<file path="config.mk">
export PLATFORM = sky130hd
export DESIGN_NAME = ex_unit
export DESIGN_NICKNAME = d
export VERILOG_FILES = /design/src/ex_isa_pkg.sv /design/src/ex_pipe_pkg.sv /design/src/ex_decode.sv /design/src/ex_alu.sv /design/src/ex_mul.sv /design/src/ex_writeback.sv /design/src/ex_unit.sv
export VERILOG_INCLUDE_DIRS = /design/src /design/src/src
export SDC_FILE = /design/constraint.sdc
export NUM_CORES = 2
export LEC_CHECK = 0
export ABC_CLOCK_PERIOD_IN_PS = 23900
export BUFFER_PORTS_ARGS = -buffer_cell sky130_fd_sc_hd__buf_2
export CORE_AREA = 8 8 424 426
export CTS_CLUSTER_SIZE = 25
export DETAILED_ROUTE_END_ITERATION = 6
export DIE_AREA = 0 0 432 434
export PLACE_DENSITY_LB_ADDON = 0.08
export SYNTH_ARGS = -nofsm -noshare
export SYNTH_HDL_FRONTEND = slang
export SYNTH_SLANG_ARGS = --single-unit
</file>
<file path="constraint.sdc">
create_clock -name clk -period 23.9 [get_ports clk]
set_input_delay 2.39 -clock clk [delete_from_list [all_inputs] [get_ports clk]]
set_output_delay 2.39 -clock clk [all_outputs]
set_load 0.02 [all_outputs]
</file>
<file path="src/ex_cfg.svh">
`ifndef EX_CFG_SVH
`define EX_CFG_SVH

// datapath and address width
`define EX_XLEN      32
`define EX_INST_W    32

// register file index
`define EX_REG_AW    5

// shift amount, low bits of op2 or imm
`define EX_SHAMT_W   5

// instruction field widths
`define EX_OPCODE_W  7
`define EX_FUNCT3_W  3
`define EX_FUNCT7_W  7

`endif

</file>
<file path="src/ex_isa_pkg.sv">
`default_nettype none
`include "ex_cfg.svh"

package ex_isa_pkg;

    // major opcodes
    localparam logic [`EX_OPCODE_W-1:0] OPC_OP_IMM = 7'b0010011;
    localparam logic [`EX_OPCODE_W-1:0] OPC_OP     = 7'b0110011;
    localparam logic [`EX_OPCODE_W-1:0] OPC_BRANCH = 7'b1100011;

    // integer funct3, shared by imm and reg forms
    localparam logic [`EX_FUNCT3_W-1:0] F3_ADD_SUB = 3'b000;
    localparam logic [`EX_FUNCT3_W-1:0] F3_SLL     = 3'b001;
    localparam logic [`EX_FUNCT3_W-1:0] F3_SLT     = 3'b010;
    localparam logic [`EX_FUNCT3_W-1:0] F3_SLTU    = 3'b011;
    localparam logic [`EX_FUNCT3_W-1:0] F3_XOR     = 3'b100;
    localparam logic [`EX_FUNCT3_W-1:0] F3_SR      = 3'b101;
    localparam logic [`EX_FUNCT3_W-1:0] F3_OR      = 3'b110;
    localparam logic [`EX_FUNCT3_W-1:0] F3_AND     = 3'b111;

    localparam logic [`EX_FUNCT3_W-1:0] F3_MUL     = 3'b000;
    localparam logic [`EX_FUNCT3_W-1:0] F3_MULH    = 3'b001;
    localparam logic [`EX_FUNCT3_W-1:0] F3_MULHSU  = 3'b010;
    localparam logic [`EX_FUNCT3_W-1:0] F3_MULHU   = 3'b011;

    localparam logic [`EX_FUNCT3_W-1:0] F3_BEQ     = 3'b000;
    localparam logic [`EX_FUNCT3_W-1:0] F3_BNE     = 3'b001;
    localparam logic [`EX_FUNCT3_W-1:0] F3_BLT     = 3'b100;
    localparam logic [`EX_FUNCT3_W-1:0] F3_BGE     = 3'b101;
    localparam logic [`EX_FUNCT3_W-1:0] F3_BLTU    = 3'b110;
    localparam logic [`EX_FUNCT3_W-1:0] F3_BGEU    = 3'b111;

    localparam logic [`EX_FUNCT7_W-1:0] F7_BASE    = 7'b0000000;
    localparam logic [`EX_FUNCT7_W-1:0] F7_ALT     = 7'b0100000; // sub, sra
    localparam logic [`EX_FUNCT7_W-1:0] F7_MULDIV  = 7'b0000001;

    typedef enum logic [4:0] {
        ALU_ADD, ALU_SUB, ALU_SLT, ALU_SLTU, ALU_XOR, ALU_OR, ALU_AND,
        ALU_SLL, ALU_SRL, ALU_SRA,
        ALU_MUL, ALU_MULH, ALU_MULHSU, ALU_MULHU,
        ALU_BEQ, ALU_BNE, ALU_BLT, ALU_BGE, ALU_BLTU, ALU_BGEU,
        ALU_NONE
    } alu_op_e;

endpackage

`default_nettype wire

</file>
<file path="src/ex_pipe_pkg.sv">
`default_nettype none
`include "ex_cfg.svh"

package ex_pipe_pkg;

    // one instruction from the issue side
    typedef struct packed {
        logic                     valid;
        logic [`EX_INST_W-1:0]    inst;
        logic [`EX_XLEN-1:0]      op1;      // compare / alu operands
        logic [`EX_XLEN-1:0]      op2;
        logic [`EX_XLEN-1:0]      op1_jump; // branch target addends
        logic [`EX_XLEN-1:0]      op2_jump;
        logic [`EX_XLEN-1:0]      rs1_data;
        logic [`EX_XLEN-1:0]      rs2_data;
        logic                     reg_we;
        logic [`EX_REG_AW-1:0]    reg_waddr;
    } ex_req_t;

    // stage one register
    typedef struct packed {
        logic                     valid;
        ex_isa_pkg::alu_op_e      op;
        logic [`EX_XLEN-1:0]      op1;
        logic [`EX_XLEN-1:0]      op2;
        logic [`EX_XLEN-1:0]      rs1_data;
        logic [`EX_XLEN-1:0]      rs2_data;
        logic [`EX_SHAMT_W-1:0]   shamt;
        logic [`EX_XLEN-1:0]      target;   // already summed
        logic                     reg_we;
        logic [`EX_REG_AW-1:0]    reg_waddr;
    } ex_op_t;

    // retire record
    typedef struct packed {
        logic                     valid;
        logic                     reg_we;
        logic [`EX_REG_AW-1:0]    reg_waddr;
        logic [`EX_XLEN-1:0]      reg_wdata;
        logic                     jump_flag;
        logic [`EX_XLEN-1:0]      jump_addr;
    } ex_wb_t;

endpackage

`default_nettype wire

</file>
<file path="src/ex_decode.sv">
`default_nettype none
`include "ex_cfg.svh"

module ex_decode (
    input  wire                       clk,
    input  wire                       rst_n_i,
    input  wire ex_pipe_pkg::ex_req_t req_i,
    output ex_pipe_pkg::ex_op_t       op_o
);

    import ex_isa_pkg::*;
    import ex_pipe_pkg::*;

    logic [`EX_OPCODE_W-1:0] opcode;
    logic [`EX_FUNCT3_W-1:0] funct3;
    logic [`EX_FUNCT7_W-1:0] funct7;
    logic                    alt;
    alu_op_e                 dec_op;
    ex_op_t                  op_d;

    assign opcode = req_i.inst[`EX_OPCODE_W-1:0];
    assign funct3 = req_i.inst[14:12];
    assign funct7 = req_i.inst[31:25];
    assign alt    = req_i.inst[30]; // sub / sra select

    always_comb begin
        dec_op = ALU_NONE;
        case (opcode)
            OPC_OP_IMM: begin
                case (funct3)
                    F3_ADD_SUB: dec_op = ALU_ADD;
                    F3_SLT:     dec_op = ALU_SLT;
                    F3_SLTU:    dec_op = ALU_SLTU;
                    F3_XOR:     dec_op = ALU_XOR;
                    F3_OR:      dec_op = ALU_OR;
                    F3_AND:     dec_op = ALU_AND;
                    F3_SLL:     dec_op = (funct7 == F7_BASE) ? ALU_SLL : ALU_NONE;
                    F3_SR: begin
                        if (funct7 == F7_BASE) begin
                            dec_op = ALU_SRL;
                        end else if (funct7 == F7_ALT) begin
                            dec_op = ALU_SRA;
                        end
                    end
                    default: ;
                endcase
            end
            OPC_OP: begin
                if (funct7 == F7_MULDIV) begin
                    case (funct3)
                        F3_MUL:    dec_op = ALU_MUL;
                        F3_MULH:   dec_op = ALU_MULH;
                        F3_MULHSU: dec_op = ALU_MULHSU;
                        F3_MULHU:  dec_op = ALU_MULHU;
                        default: ; // div / rem not handled here
                    endcase
                end else if (funct7 == F7_BASE || funct7 == F7_ALT) begin
                    case (funct3)
                        F3_ADD_SUB: dec_op = alt ? ALU_SUB : ALU_ADD;
                        F3_SR:      dec_op = alt ? ALU_SRA : ALU_SRL;
                        F3_SLL:     dec_op = alt ? ALU_NONE : ALU_SLL;
                        F3_SLT:     dec_op = alt ? ALU_NONE : ALU_SLT;
                        F3_SLTU:    dec_op = alt ? ALU_NONE : ALU_SLTU;
                        F3_XOR:     dec_op = alt ? ALU_NONE : ALU_XOR;
                        F3_OR:      dec_op = alt ? ALU_NONE : ALU_OR;
                        default:    dec_op = alt ? ALU_NONE : ALU_AND;
                    endcase
                end
            end
            OPC_BRANCH: begin
                case (funct3)
                    F3_BEQ:  dec_op = ALU_BEQ;
                    F3_BNE:  dec_op = ALU_BNE;
                    F3_BLT:  dec_op = ALU_BLT;
                    F3_BGE:  dec_op = ALU_BGE;
                    F3_BLTU: dec_op = ALU_BLTU;
                    F3_BGEU: dec_op = ALU_BGEU;
                    default: ;
                endcase
            end
            default: ;
        endcase
    end

    always_comb begin
        op_d.valid     = req_i.valid;
        op_d.op        = dec_op;
        op_d.op1       = req_i.op1;
        op_d.op2       = req_i.op2;
        op_d.rs1_data  = req_i.rs1_data;
        op_d.rs2_data  = req_i.rs2_data;
        // imm shifts carry shamt in the instruction
        op_d.shamt     = (opcode == OPC_OP_IMM) ? req_i.inst[24:20]
                                                : req_i.op2[`EX_SHAMT_W-1:0];
        op_d.target    = req_i.op1_jump + req_i.op2_jump;
        op_d.reg_we    = req_i.reg_we && (dec_op != ALU_NONE);
        op_d.reg_waddr = req_i.reg_waddr;
    end

    always_ff @(posedge clk) begin
        op_o <= op_d;
        if (!rst_n_i) begin
            op_o.valid  <= 1'b0;
            op_o.reg_we <= 1'b0;
        end
    end

endmodule

`default_nettype wire

</file>
<file path="src/ex_alu.sv">
`default_nettype none
`include "ex_cfg.svh"

module ex_alu (
    input  wire ex_pipe_pkg::ex_op_t op_i,
    output logic [`EX_XLEN-1:0]      result_o,
    output logic                     jump_o,
    output logic [`EX_XLEN-1:0]      jump_addr_o
);

    import ex_isa_pkg::*;

    logic [`EX_XLEN-1:0] sum;
    logic [`EX_XLEN-1:0] diff;
    logic [`EX_XLEN-1:0] srl_res;
    logic [`EX_XLEN-1:0] sra_fill;
    logic                lt_s;
    logic                lt_u;
    logic                eq;

    assign sum     = op_i.op1 + op_i.op2;
    assign diff    = op_i.op1 - op_i.op2;
    assign srl_res = op_i.op1 >> op_i.shamt;
    // vacated upper bits take the sign of rs1
    assign sra_fill = ~({`EX_XLEN{1'b1}} >> op_i.shamt)
                      & {`EX_XLEN{op_i.rs1_data[`EX_XLEN-1]}};

    // shared by slt/sltu and the branches
    assign lt_s = $signed(op_i.op1) < $signed(op_i.op2);
    assign lt_u = op_i.op1 < op_i.op2;
    assign eq   = op_i.op1 == op_i.op2;

    always_comb begin
        result_o = '0;
        jump_o   = 1'b0;
        case (op_i.op)
            ALU_ADD:  result_o = sum;
            ALU_SUB:  result_o = diff;
            ALU_SLT:  result_o = {{(`EX_XLEN-1){1'b0}}, lt_s};
            ALU_SLTU: result_o = {{(`EX_XLEN-1){1'b0}}, lt_u};
            ALU_XOR:  result_o = op_i.op1 ^ op_i.op2;
            ALU_OR:   result_o = op_i.op1 | op_i.op2;
            ALU_AND:  result_o = op_i.op1 & op_i.op2;
            ALU_SLL:  result_o = op_i.op1 << op_i.shamt;
            ALU_SRL:  result_o = srl_res;
            ALU_SRA:  result_o = srl_res | sra_fill;
            ALU_BEQ:  jump_o   = eq;
            ALU_BNE:  jump_o   = !eq;
            ALU_BLT:  jump_o   = lt_s;
            ALU_BGE:  jump_o   = !lt_s;
            ALU_BLTU: jump_o   = lt_u;
            ALU_BGEU: jump_o   = !lt_u;
            default: ;
        endcase
    end

    assign jump_addr_o = jump_o ? op_i.target : '0;

endmodule

`default_nettype wire

</file>
<file path="src/ex_mul.sv">
`default_nettype none
`include "ex_cfg.svh"

module ex_mul (
    input  wire ex_pipe_pkg::ex_op_t op_i,
    output logic [`EX_XLEN-1:0]      product_o
);

    import ex_isa_pkg::*;

    logic                  neg_a;
    logic                  neg_b;
    logic [`EX_XLEN-1:0]   mag_a;
    logic [`EX_XLEN-1:0]   mag_b;
    logic [2*`EX_XLEN-1:0] mag_prod;
    logic [2*`EX_XLEN-1:0] prod;

    // rs1 is signed for mulh and mulhsu, rs2 only for mulh
    assign neg_a = op_i.rs1_data[`EX_XLEN-1]
                   && (op_i.op == ALU_MULH || op_i.op == ALU_MULHSU);
    assign neg_b = op_i.rs2_data[`EX_XLEN-1] && (op_i.op == ALU_MULH);

    assign mag_a = neg_a ? (~op_i.rs1_data + 1'b1) : op_i.rs1_data;
    assign mag_b = neg_b ? (~op_i.rs2_data + 1'b1) : op_i.rs2_data;

    assign mag_prod = mag_a * mag_b; // unsigned 64 bit

    assign prod = (neg_a ^ neg_b) ? (~mag_prod + 1'b1) : mag_prod;

    // mul wants the low word, mulh* the high word
    assign product_o = (op_i.op == ALU_MUL) ? prod[`EX_XLEN-1:0]
                                            : prod[2*`EX_XLEN-1:`EX_XLEN];

endmodule

`default_nettype wire

</file>
<file path="src/ex_writeback.sv">
`default_nettype none
`include "ex_cfg.svh"

module ex_writeback (
    input  wire                      clk,
    input  wire                      rst_n_i,
    input  wire ex_pipe_pkg::ex_op_t op_i,
    input  wire [`EX_XLEN-1:0]       alu_result_i,
    input  wire [`EX_XLEN-1:0]       mul_product_i,
    input  wire                      jump_i,
    input  wire [`EX_XLEN-1:0]       jump_addr_i,
    output ex_pipe_pkg::ex_wb_t      wb_o
);

    import ex_isa_pkg::*;
    import ex_pipe_pkg::*;

    logic   is_mul;
    logic   writes;
    ex_wb_t wb_d;

    assign is_mul = op_i.op inside {ALU_MUL, ALU_MULH, ALU_MULHSU, ALU_MULHU};

    // branches and unknown ops never touch the register file
    assign writes = !(op_i.op inside {ALU_BEQ, ALU_BNE, ALU_BLT, ALU_BGE,
                                      ALU_BLTU, ALU_BGEU, ALU_NONE});

    always_comb begin
        wb_d.valid     = op_i.valid;
        wb_d.reg_we    = op_i.valid && op_i.reg_we && writes;
        wb_d.reg_waddr = op_i.reg_waddr;
        if (writes) begin
            wb_d.reg_wdata = is_mul ? mul_product_i : alu_result_i;
        end else begin
            wb_d.reg_wdata = '0;
        end
        wb_d.jump_flag = op_i.valid && jump_i; // bubbles never jump
        wb_d.jump_addr = wb_d.jump_flag ? jump_addr_i : '0;
    end

    always_ff @(posedge clk) begin
        wb_o <= wb_d;
        if (!rst_n_i) begin
            wb_o.valid     <= 1'b0;
            wb_o.reg_we    <= 1'b0;
            wb_o.jump_flag <= 1'b0;
        end
    end

endmodule

`default_nettype wire

</file>
<file path="src/ex_unit.sv">
`default_nettype none
`include "ex_cfg.svh"

module ex_unit (
    input  wire                       clk,
    input  wire                       rst_n_i,
    input  wire ex_pipe_pkg::ex_req_t req_i,
    output ex_pipe_pkg::ex_wb_t       wb_o
);

    ex_pipe_pkg::ex_op_t  op_q;         // stage one register
    logic [`EX_XLEN-1:0]  alu_result;
    logic [`EX_XLEN-1:0]  mul_product;
    logic                 jump;
    logic [`EX_XLEN-1:0]  jump_addr;

    ex_decode u_decode (
        .clk         (clk),
        .rst_n_i     (rst_n_i),
        .req_i       (req_i),
        .op_o        (op_q)
    );

    ex_alu u_alu (
        .op_i        (op_q),
        .result_o    (alu_result),
        .jump_o      (jump),
        .jump_addr_o (jump_addr)
    );

    ex_mul u_mul (
        .op_i        (op_q),
        .product_o   (mul_product)
    );

    ex_writeback u_writeback (
        .clk           (clk),
        .rst_n_i       (rst_n_i),
        .op_i          (op_q),
        .alu_result_i  (alu_result),
        .mul_product_i (mul_product),
        .jump_i        (jump),
        .jump_addr_i   (jump_addr),
        .wb_o          (wb_o)
    );

endmodule

`default_nettype wire

</file>
# Word level (Yosys, flattened, before mapping)
# Cells that the tools add are included.
# W data, S select, Z words.
totals:
  out_inout_bits: 72
  ff_bits: 249
  elab_cells: 116
  input_bits: 233
classes:
  n_eq_ne: 34
  bitwise: 10
  shifts: 3
  addsub: 6
  mux: 26
  magnitude_cmp: 2
  n_mul: 1
  reduce_logical: 18
op_table:
  columns: ["operator", "n"]
  rows:
  - ["$pmux W32 S10", 1]
  - ["$mux W32", 4]
  - ["$not A32 Y32", 3]
  - ["$add A32 B1 Y32 const B", 2]
  - ["$add A32 B32 Y32", 2]
  - ["$add A64 B1 Y64 const B", 1]
  - ["$and A32 B32 Y32", 2]
  - ["$lt A32 B32 Y1", 2]
  - ["$mul A32 B32 Y64", 1]
  - ["$mux W64", 1]
  - ["$not A64 Y64", 1]
  - ["$or A32 B32 Y32", 2]
  - ["$mux W5", 12]
  - ["$eq A5 B4 Y1 const B", 8]
  - ["$pmux W5 S8", 1]
  - ["$pmux W5 S7", 1]
  - ["$eq A32 B32 Y1", 1]
  - ["$shl A32 B5 Y32", 1]
  - ["$shr A32 B5 Y32", 1]
  - ["$shr A32 B5 Y32 const A", 1]
  - ["$sub A32 B32 Y32", 1]
  - ["$xor A32 B32 Y32", 1]
  - ["$pmux W5 S6", 1]
  - ["$eq A5 B5 Y1 const B", 5]
  - ["other kinds (25)", 44]

# Longest topological paths before layout
logic_depth:
  ltp_word: 10
  ltp_mapped: 43
  ltp_nobuf: 40

# Cells and area by module
# A second synthesis with hierarchy kept.
unflattened:
  cells_unflattened: 6531
  area_unflattened_um2: 53262.3
by_module_without_submodules:
  columns: ["module", "seq_area_each_um2", "instances", "cells_each", "area_per_inst_um2"]
  rows:
  - ["ex_mul", 0.0, 1, 4365, 36102.1]
  - ["ex_alu", 0.0, 1, 1436, 9176.3]
  - ["ex_decode", 3543.4, 1, 497, 5688.0]
  - ["ex_writeback", 1441.4, 1, 233, 2296.0]

# Least setup slack after synthesis
# OpenSTA, ideal clock, no wires.
synth_path:
  path_kind: "register -> register"
  from: "reg u_decode.op_o[45] (netlist name)"
  to: "reg u_writeback.wb_o[58] (netlist name)"
  setup_ns: 0.120
  slack_ns: 12.664
  t_required_ns: 23.780
  arrival_ns: 11.116
  path_stages_with_launch: 40
  path_buffers: 3
  synth_period_minus_slack_ns: 11.236
  path_cell_list: "dfxtp_1 nor3_1 nand2b_1 nor3_1 nor4b_1 nand2_1 or3_1 or4_1 or4_1 nand2_1 xor2_1 clkbuf_1 nor2_1 fa_1 inv_1 fa_1 inv_1 fa_1 [... 4 more ...] inv_1 fa_1 inv_1 ha_1 clkbuf_1 and4_1 clkbuf_1 nand4_1 a21oi_1 or2_2 a311oi_1 nor3b_1 nand4b_1 or4_1 nor4_2 nand2b_1 mux2i_1 a211o_1"
synth_between:
  elab_chain_len: 9
synth_lines:
  columns: ["item", "line_no", "text"]
  rows:
  - ["from (decl)", "ex_decode.sv:8", "output ex_pipe_pkg::ex_op_t op_o"]
  - ["from (signal assigned)", "ex_decode.sv:101", "op_o <= op_d;"]
  - ["$not A32 Y32", "ex_mul.sv:24", "assign mag_b = neg_b ? (~op_i.rs2_data + 1'b1) : op_i.rs2_data;"]
  - ["$add A32 B1 Y32", "ex_mul.sv:24", null]
  - ["$mux W32 (*)", "ex_mul.sv:24", null]
  - ["$mul A32 B32 Y64 (*)", "ex_mul.sv:26", "assign mag_prod = mag_a * mag_b;"]
  - ["$not A64 Y64", "ex_mul.sv:28", "assign prod = (neg_a ^ neg_b) ? (~mag_prod + 1'b1) : mag_prod;"]
  - ["$add A64 B1 Y64", "ex_mul.sv:28", null]
  - ["$mux W64 (*)", "ex_mul.sv:28", null]
  - ["$mux W32 (*)", "ex_mul.sv:31", "assign product_o = (op_i.op == ALU_MUL) ? prod[`EX_XLEN-1:0]"]
  - ["$mux W32 (*)", "ex_writeback.sv:33", "wb_d.reg_wdata = is_mul ? mul_product_i : alu_result_i;"]
# Every way passes the cells marked *; elsewhere a longest branch is shown, timed or not.
# A chain may end at the register's enable or synchronous reset.

# Worst setup path after layout
layout_path:
  from: "reg u_decode.op_o[78] (netlist name)"
  to: "reg u_writeback.wb_o[60] (netlist name)"
layout_between:
  elab_chain_len: 9
layout_lines:
  columns: ["item", "line_no", "text"]
  rows:
  - ["$not A32 Y32", "ex_mul.sv:23", "assign mag_a = neg_a ? (~op_i.rs1_data + 1'b1) : op_i.rs1_data;"]
  - ["$add A32 B1 Y32", "ex_mul.sv:23", null]
  - ["$mux W32 (*)", "ex_mul.sv:23", null]
  - ["$mul A32 B32 Y64 (*)", "ex_mul.sv:26", null]
  - ["$not A64 Y64", "ex_mul.sv:28", null]
  - ["$add A64 B1 Y64", "ex_mul.sv:28", null]
  - ["$mux W64 (*)", "ex_mul.sv:28", null]
  - ["$mux W32 (*)", "ex_mul.sv:31", null]
  - ["$mux W32 (*)", "ex_writeback.sv:33", null]
# Marked as above.

==> impl_metrics.json <==
{
  "status": "completed",
  "final.min_clock_period_ps": 14690,
  "drc_errors": 0,
  "ys_warn_count": 0,
  "cp.arrival_ps": 15110,
  "ys_seq_area_share_pct": 9.665,
  "r2r.worst_path.cells": 39,
  "cp_max_fo": 13,
  "clk_latency_ps": 660,
  "critPathKind": "flop to flop",
  "cts_buffers": 31,
  "synth.net_count": 7753,
  "drt-total-wl_um": 218900,
  "syn_avg_cell_area_um2": 8.281,
  "synth_seq_cells": 249,
  "rrSetupSlack_ps": 9210,
  "r2r_end": "u_writeback.wb_o[60]$_SDFF_PN0_",
  "final_cell_mix": "inv_1 (1035), fa_1 (899), nor2_1 (881)",
  "wl_per_cell_um": 25.08,
  "port_buffers": 294,
  "fin_skew_ps": 39.56,
  "core_area_um2": 172900,
  "die_area_um2": 187500,
  "cts_tree": "built",
  "grt.overflow.total": 0,
  "crit_path_start_kind": "flop",
  "layout.nets": 7899,
  "r2r-start": "u_decode.op_o[78]$_DFF_P_",
  "cts_root_buffer": "clkbuf_16",
  "whs_endpoint": "u_writeback.wb_o[69]$_DFF_P_",
  "antenna_left": 0,
  "ctsResizeCount": 0,
  "ctsHoldBuffers": 0,
  "cts.sinks": 249,
  "drtPass1Iterations": 5,
  "syn2layout_area_growth_pct": 11.74,
  "ios": 305,
  "synth_ff_type": "dfxtp_1",
  "grt_pass1_vias": 46980,
  "dieWidth_um": 432,
  "min-delay-start": "u_decode.op_o[4]$_DFF_P_",
  "drt_iter0_drc": 3109,
  "crit_path_end_kind": "flop",
  "drv_slew": 0,
  "holdCritPathClass": "flop to flop",
  "finalHoldViolations": 0,
  "ys_async_sr_fraction_pct": 0,
  "cp.required_ps": 24310,
  "cpPeakStageDelay_ps": 910,
  "drive_above_1_share_pct": 10.44,
  "slowest_stage": "nor4b_2",
  "crit_top_cell": "fa_1",
  "vias": 44530,
  "place_hpwl_um": 173500,
  "clock.fmax_ghz": 0.06805,
  "post_dp_cell_area_um2": 56540,
  "totalNegativeSetupSlack_ps": 0,
  "htreeDepth": 1,
  "path_clk_slew_ps": 60,
  "clk_path_buf_depth": 3,
  "drv_cap": 0,
  "vias_per_cell": 5.101,
  "die_y_um": 434,
  "syn-cell-area_um2": 51580,
  "place.gp.congestion": 0.9328,
  "min_path_cells": 0,
  "antenna_found_initial": 20,
  "grt_usage_pct": 23.07,
  "synth_edf_count": 0,
  "netlist_instances": 6228,
  "yosysUniqueCellTypes": 102,
  "worst_pin_slew_ps": 1192,
  "relSlewSlack_pct": 20.23,
  "design_area_um2": 57630,
  "grt_start_max_net_pins": 67,
  "grt_pass1_wl_um": 323300,
  "rsz0062_at_grt": "no",
  "cts_setup_buffers": 0,
  "start_util_pct": 29.84,
  "final_common_cell": "inv_1",
  "setup_viol": 0,
  "post-route-period-util_pct": 61.48,
  "fp-row-count": 153
}
[layer usage]
metal / part of all wire, % / vias up / GRT usage, %
met3: 5.9 / 293 / 3.314
li1: - / 20090 / -
met5: 0.042 / - / 0
met2: 47 / 1407 / 38.91
met1: 43 / 22730 / 30.57
met4: 3.9 / 14 / 7.279
[logic make-up (layout without fill, tap and decap cells)]
logic type / after synthesis / after routing / share of synthesized area, %
flops: 249 / 249 / 9.665
other cells: 0 / 6 / 0
simple gates: 1986 / 1986 / 16.48
fa+ha+maj: 1292 / 1292 / 44.43
buf+inv: 1369 / 1540 / 10.11
compound gates: 968 / 968 / 12.10
xor+xnor: 242 / 242 / 4.109
mux: 122 / 122 / 3.112
[worst max-delay path: cells and delay by family (launching register included)]
family | cells | cell delay (ps)
DFF | 1 | 390
xor gates and xnor gates | 3 | 1130
and+or+nand+nor | 17 | 6170
buffers and inverters | 6 | 670
adders and majority gates | 9 | 4560
AOI/OAI and AO/OA | 4 | 1510
[registers in the layout, summed over array words and instances (netlist names)]
signal and cells:
u_writeback.wb_o 72, u_decode.op_o 177
[stage by stage]
| stage | instances | util, % | setup slack (ps) | hold WS (ps) |
|---|---|---|---|---|
| 6_report | 8730 | 33.34 | 9206 | 326.5 |
| 5_1_grt | 8725 | 33.33 | 8286 | 336.0 |
| 4_1_cts | 8724 | 33.33 | 9113 | 329.8 |
| 3_5_place_dp | 8666 | 32.71 | 9132 | 314.3 |
| 3_3_place_gp | 8666 | 32.71 | 9178 | 309.8 |
| 2_1_floorplan | 6228 | - | 12660 | 309.6 |
[worst max-delay path by stage]
stage / to / start / slack (ps)
floorplan: u_writeback.wb_o[58]$_SDFF_PN0_ / u_decode.op_o[45]$_DFF_P_ / 12660
global placement: u_writeback.wb_o[58]$_SDFF_PN0_ / u_decode.op_o[78]$_DFF_P_ / 9180
detailed placement: u_writeback.wb_o[58]$_SDFF_PN0_ / u_decode.op_o[78]$_DFF_P_ / 9130
CTS: u_writeback.wb_o[58]$_SDFF_PN0_ / u_decode.op_o[78]$_DFF_P_ / 9110
global route: u_writeback.wb_o[60]$_SDFF_PN0_ / u_decode.op_o[78]$_DFF_P_ / 8290
finish: u_writeback.wb_o[60]$_SDFF_PN0_ / u_decode.op_o[78]$_DFF_P_ / 9210
[cell type report]
type / count / area [um2]
fill: 18490 / 115200
multi-input combinational: 4610 / 42140
sequential: 249 / 4997
inverter: 1038 / 3896
tap: 2325 / 2909
timing repair buffer: 444 / 2597
clock buffer: 36 / 814.5
clock inverter: 22 / 260.3
antenna: 6 / 15.01
[synth_stat cells, drive strengths merged (57+ instances only)]
| cell | number | share of area (%) |
|---|---|---|
| a21o | 57 | 0.83 |
| nand2 | 707 | 5.1 |
| nor3 | 76 | 0.74 |
| inv | 1036 | 7.5 |
| xnor2 | 144 | 2.4 |
| dfxtp | 249 | 9.7 |
| o21ai | 238 | 2.3 |
| ha | 393 | 9.5 |
| clkbuf | 300 | 2.2 |
| fa | 899 | 35 |
| a21oi | 267 | 2.6 |
| nor2 | 882 | 6.4 |
| mux2i | 79 | 1.5 |
| xor2 | 98 | 1.7 |
Power is not shown: default switching activity piles up to over one toggle a cycle in this logic, so the estimate is an artifact.
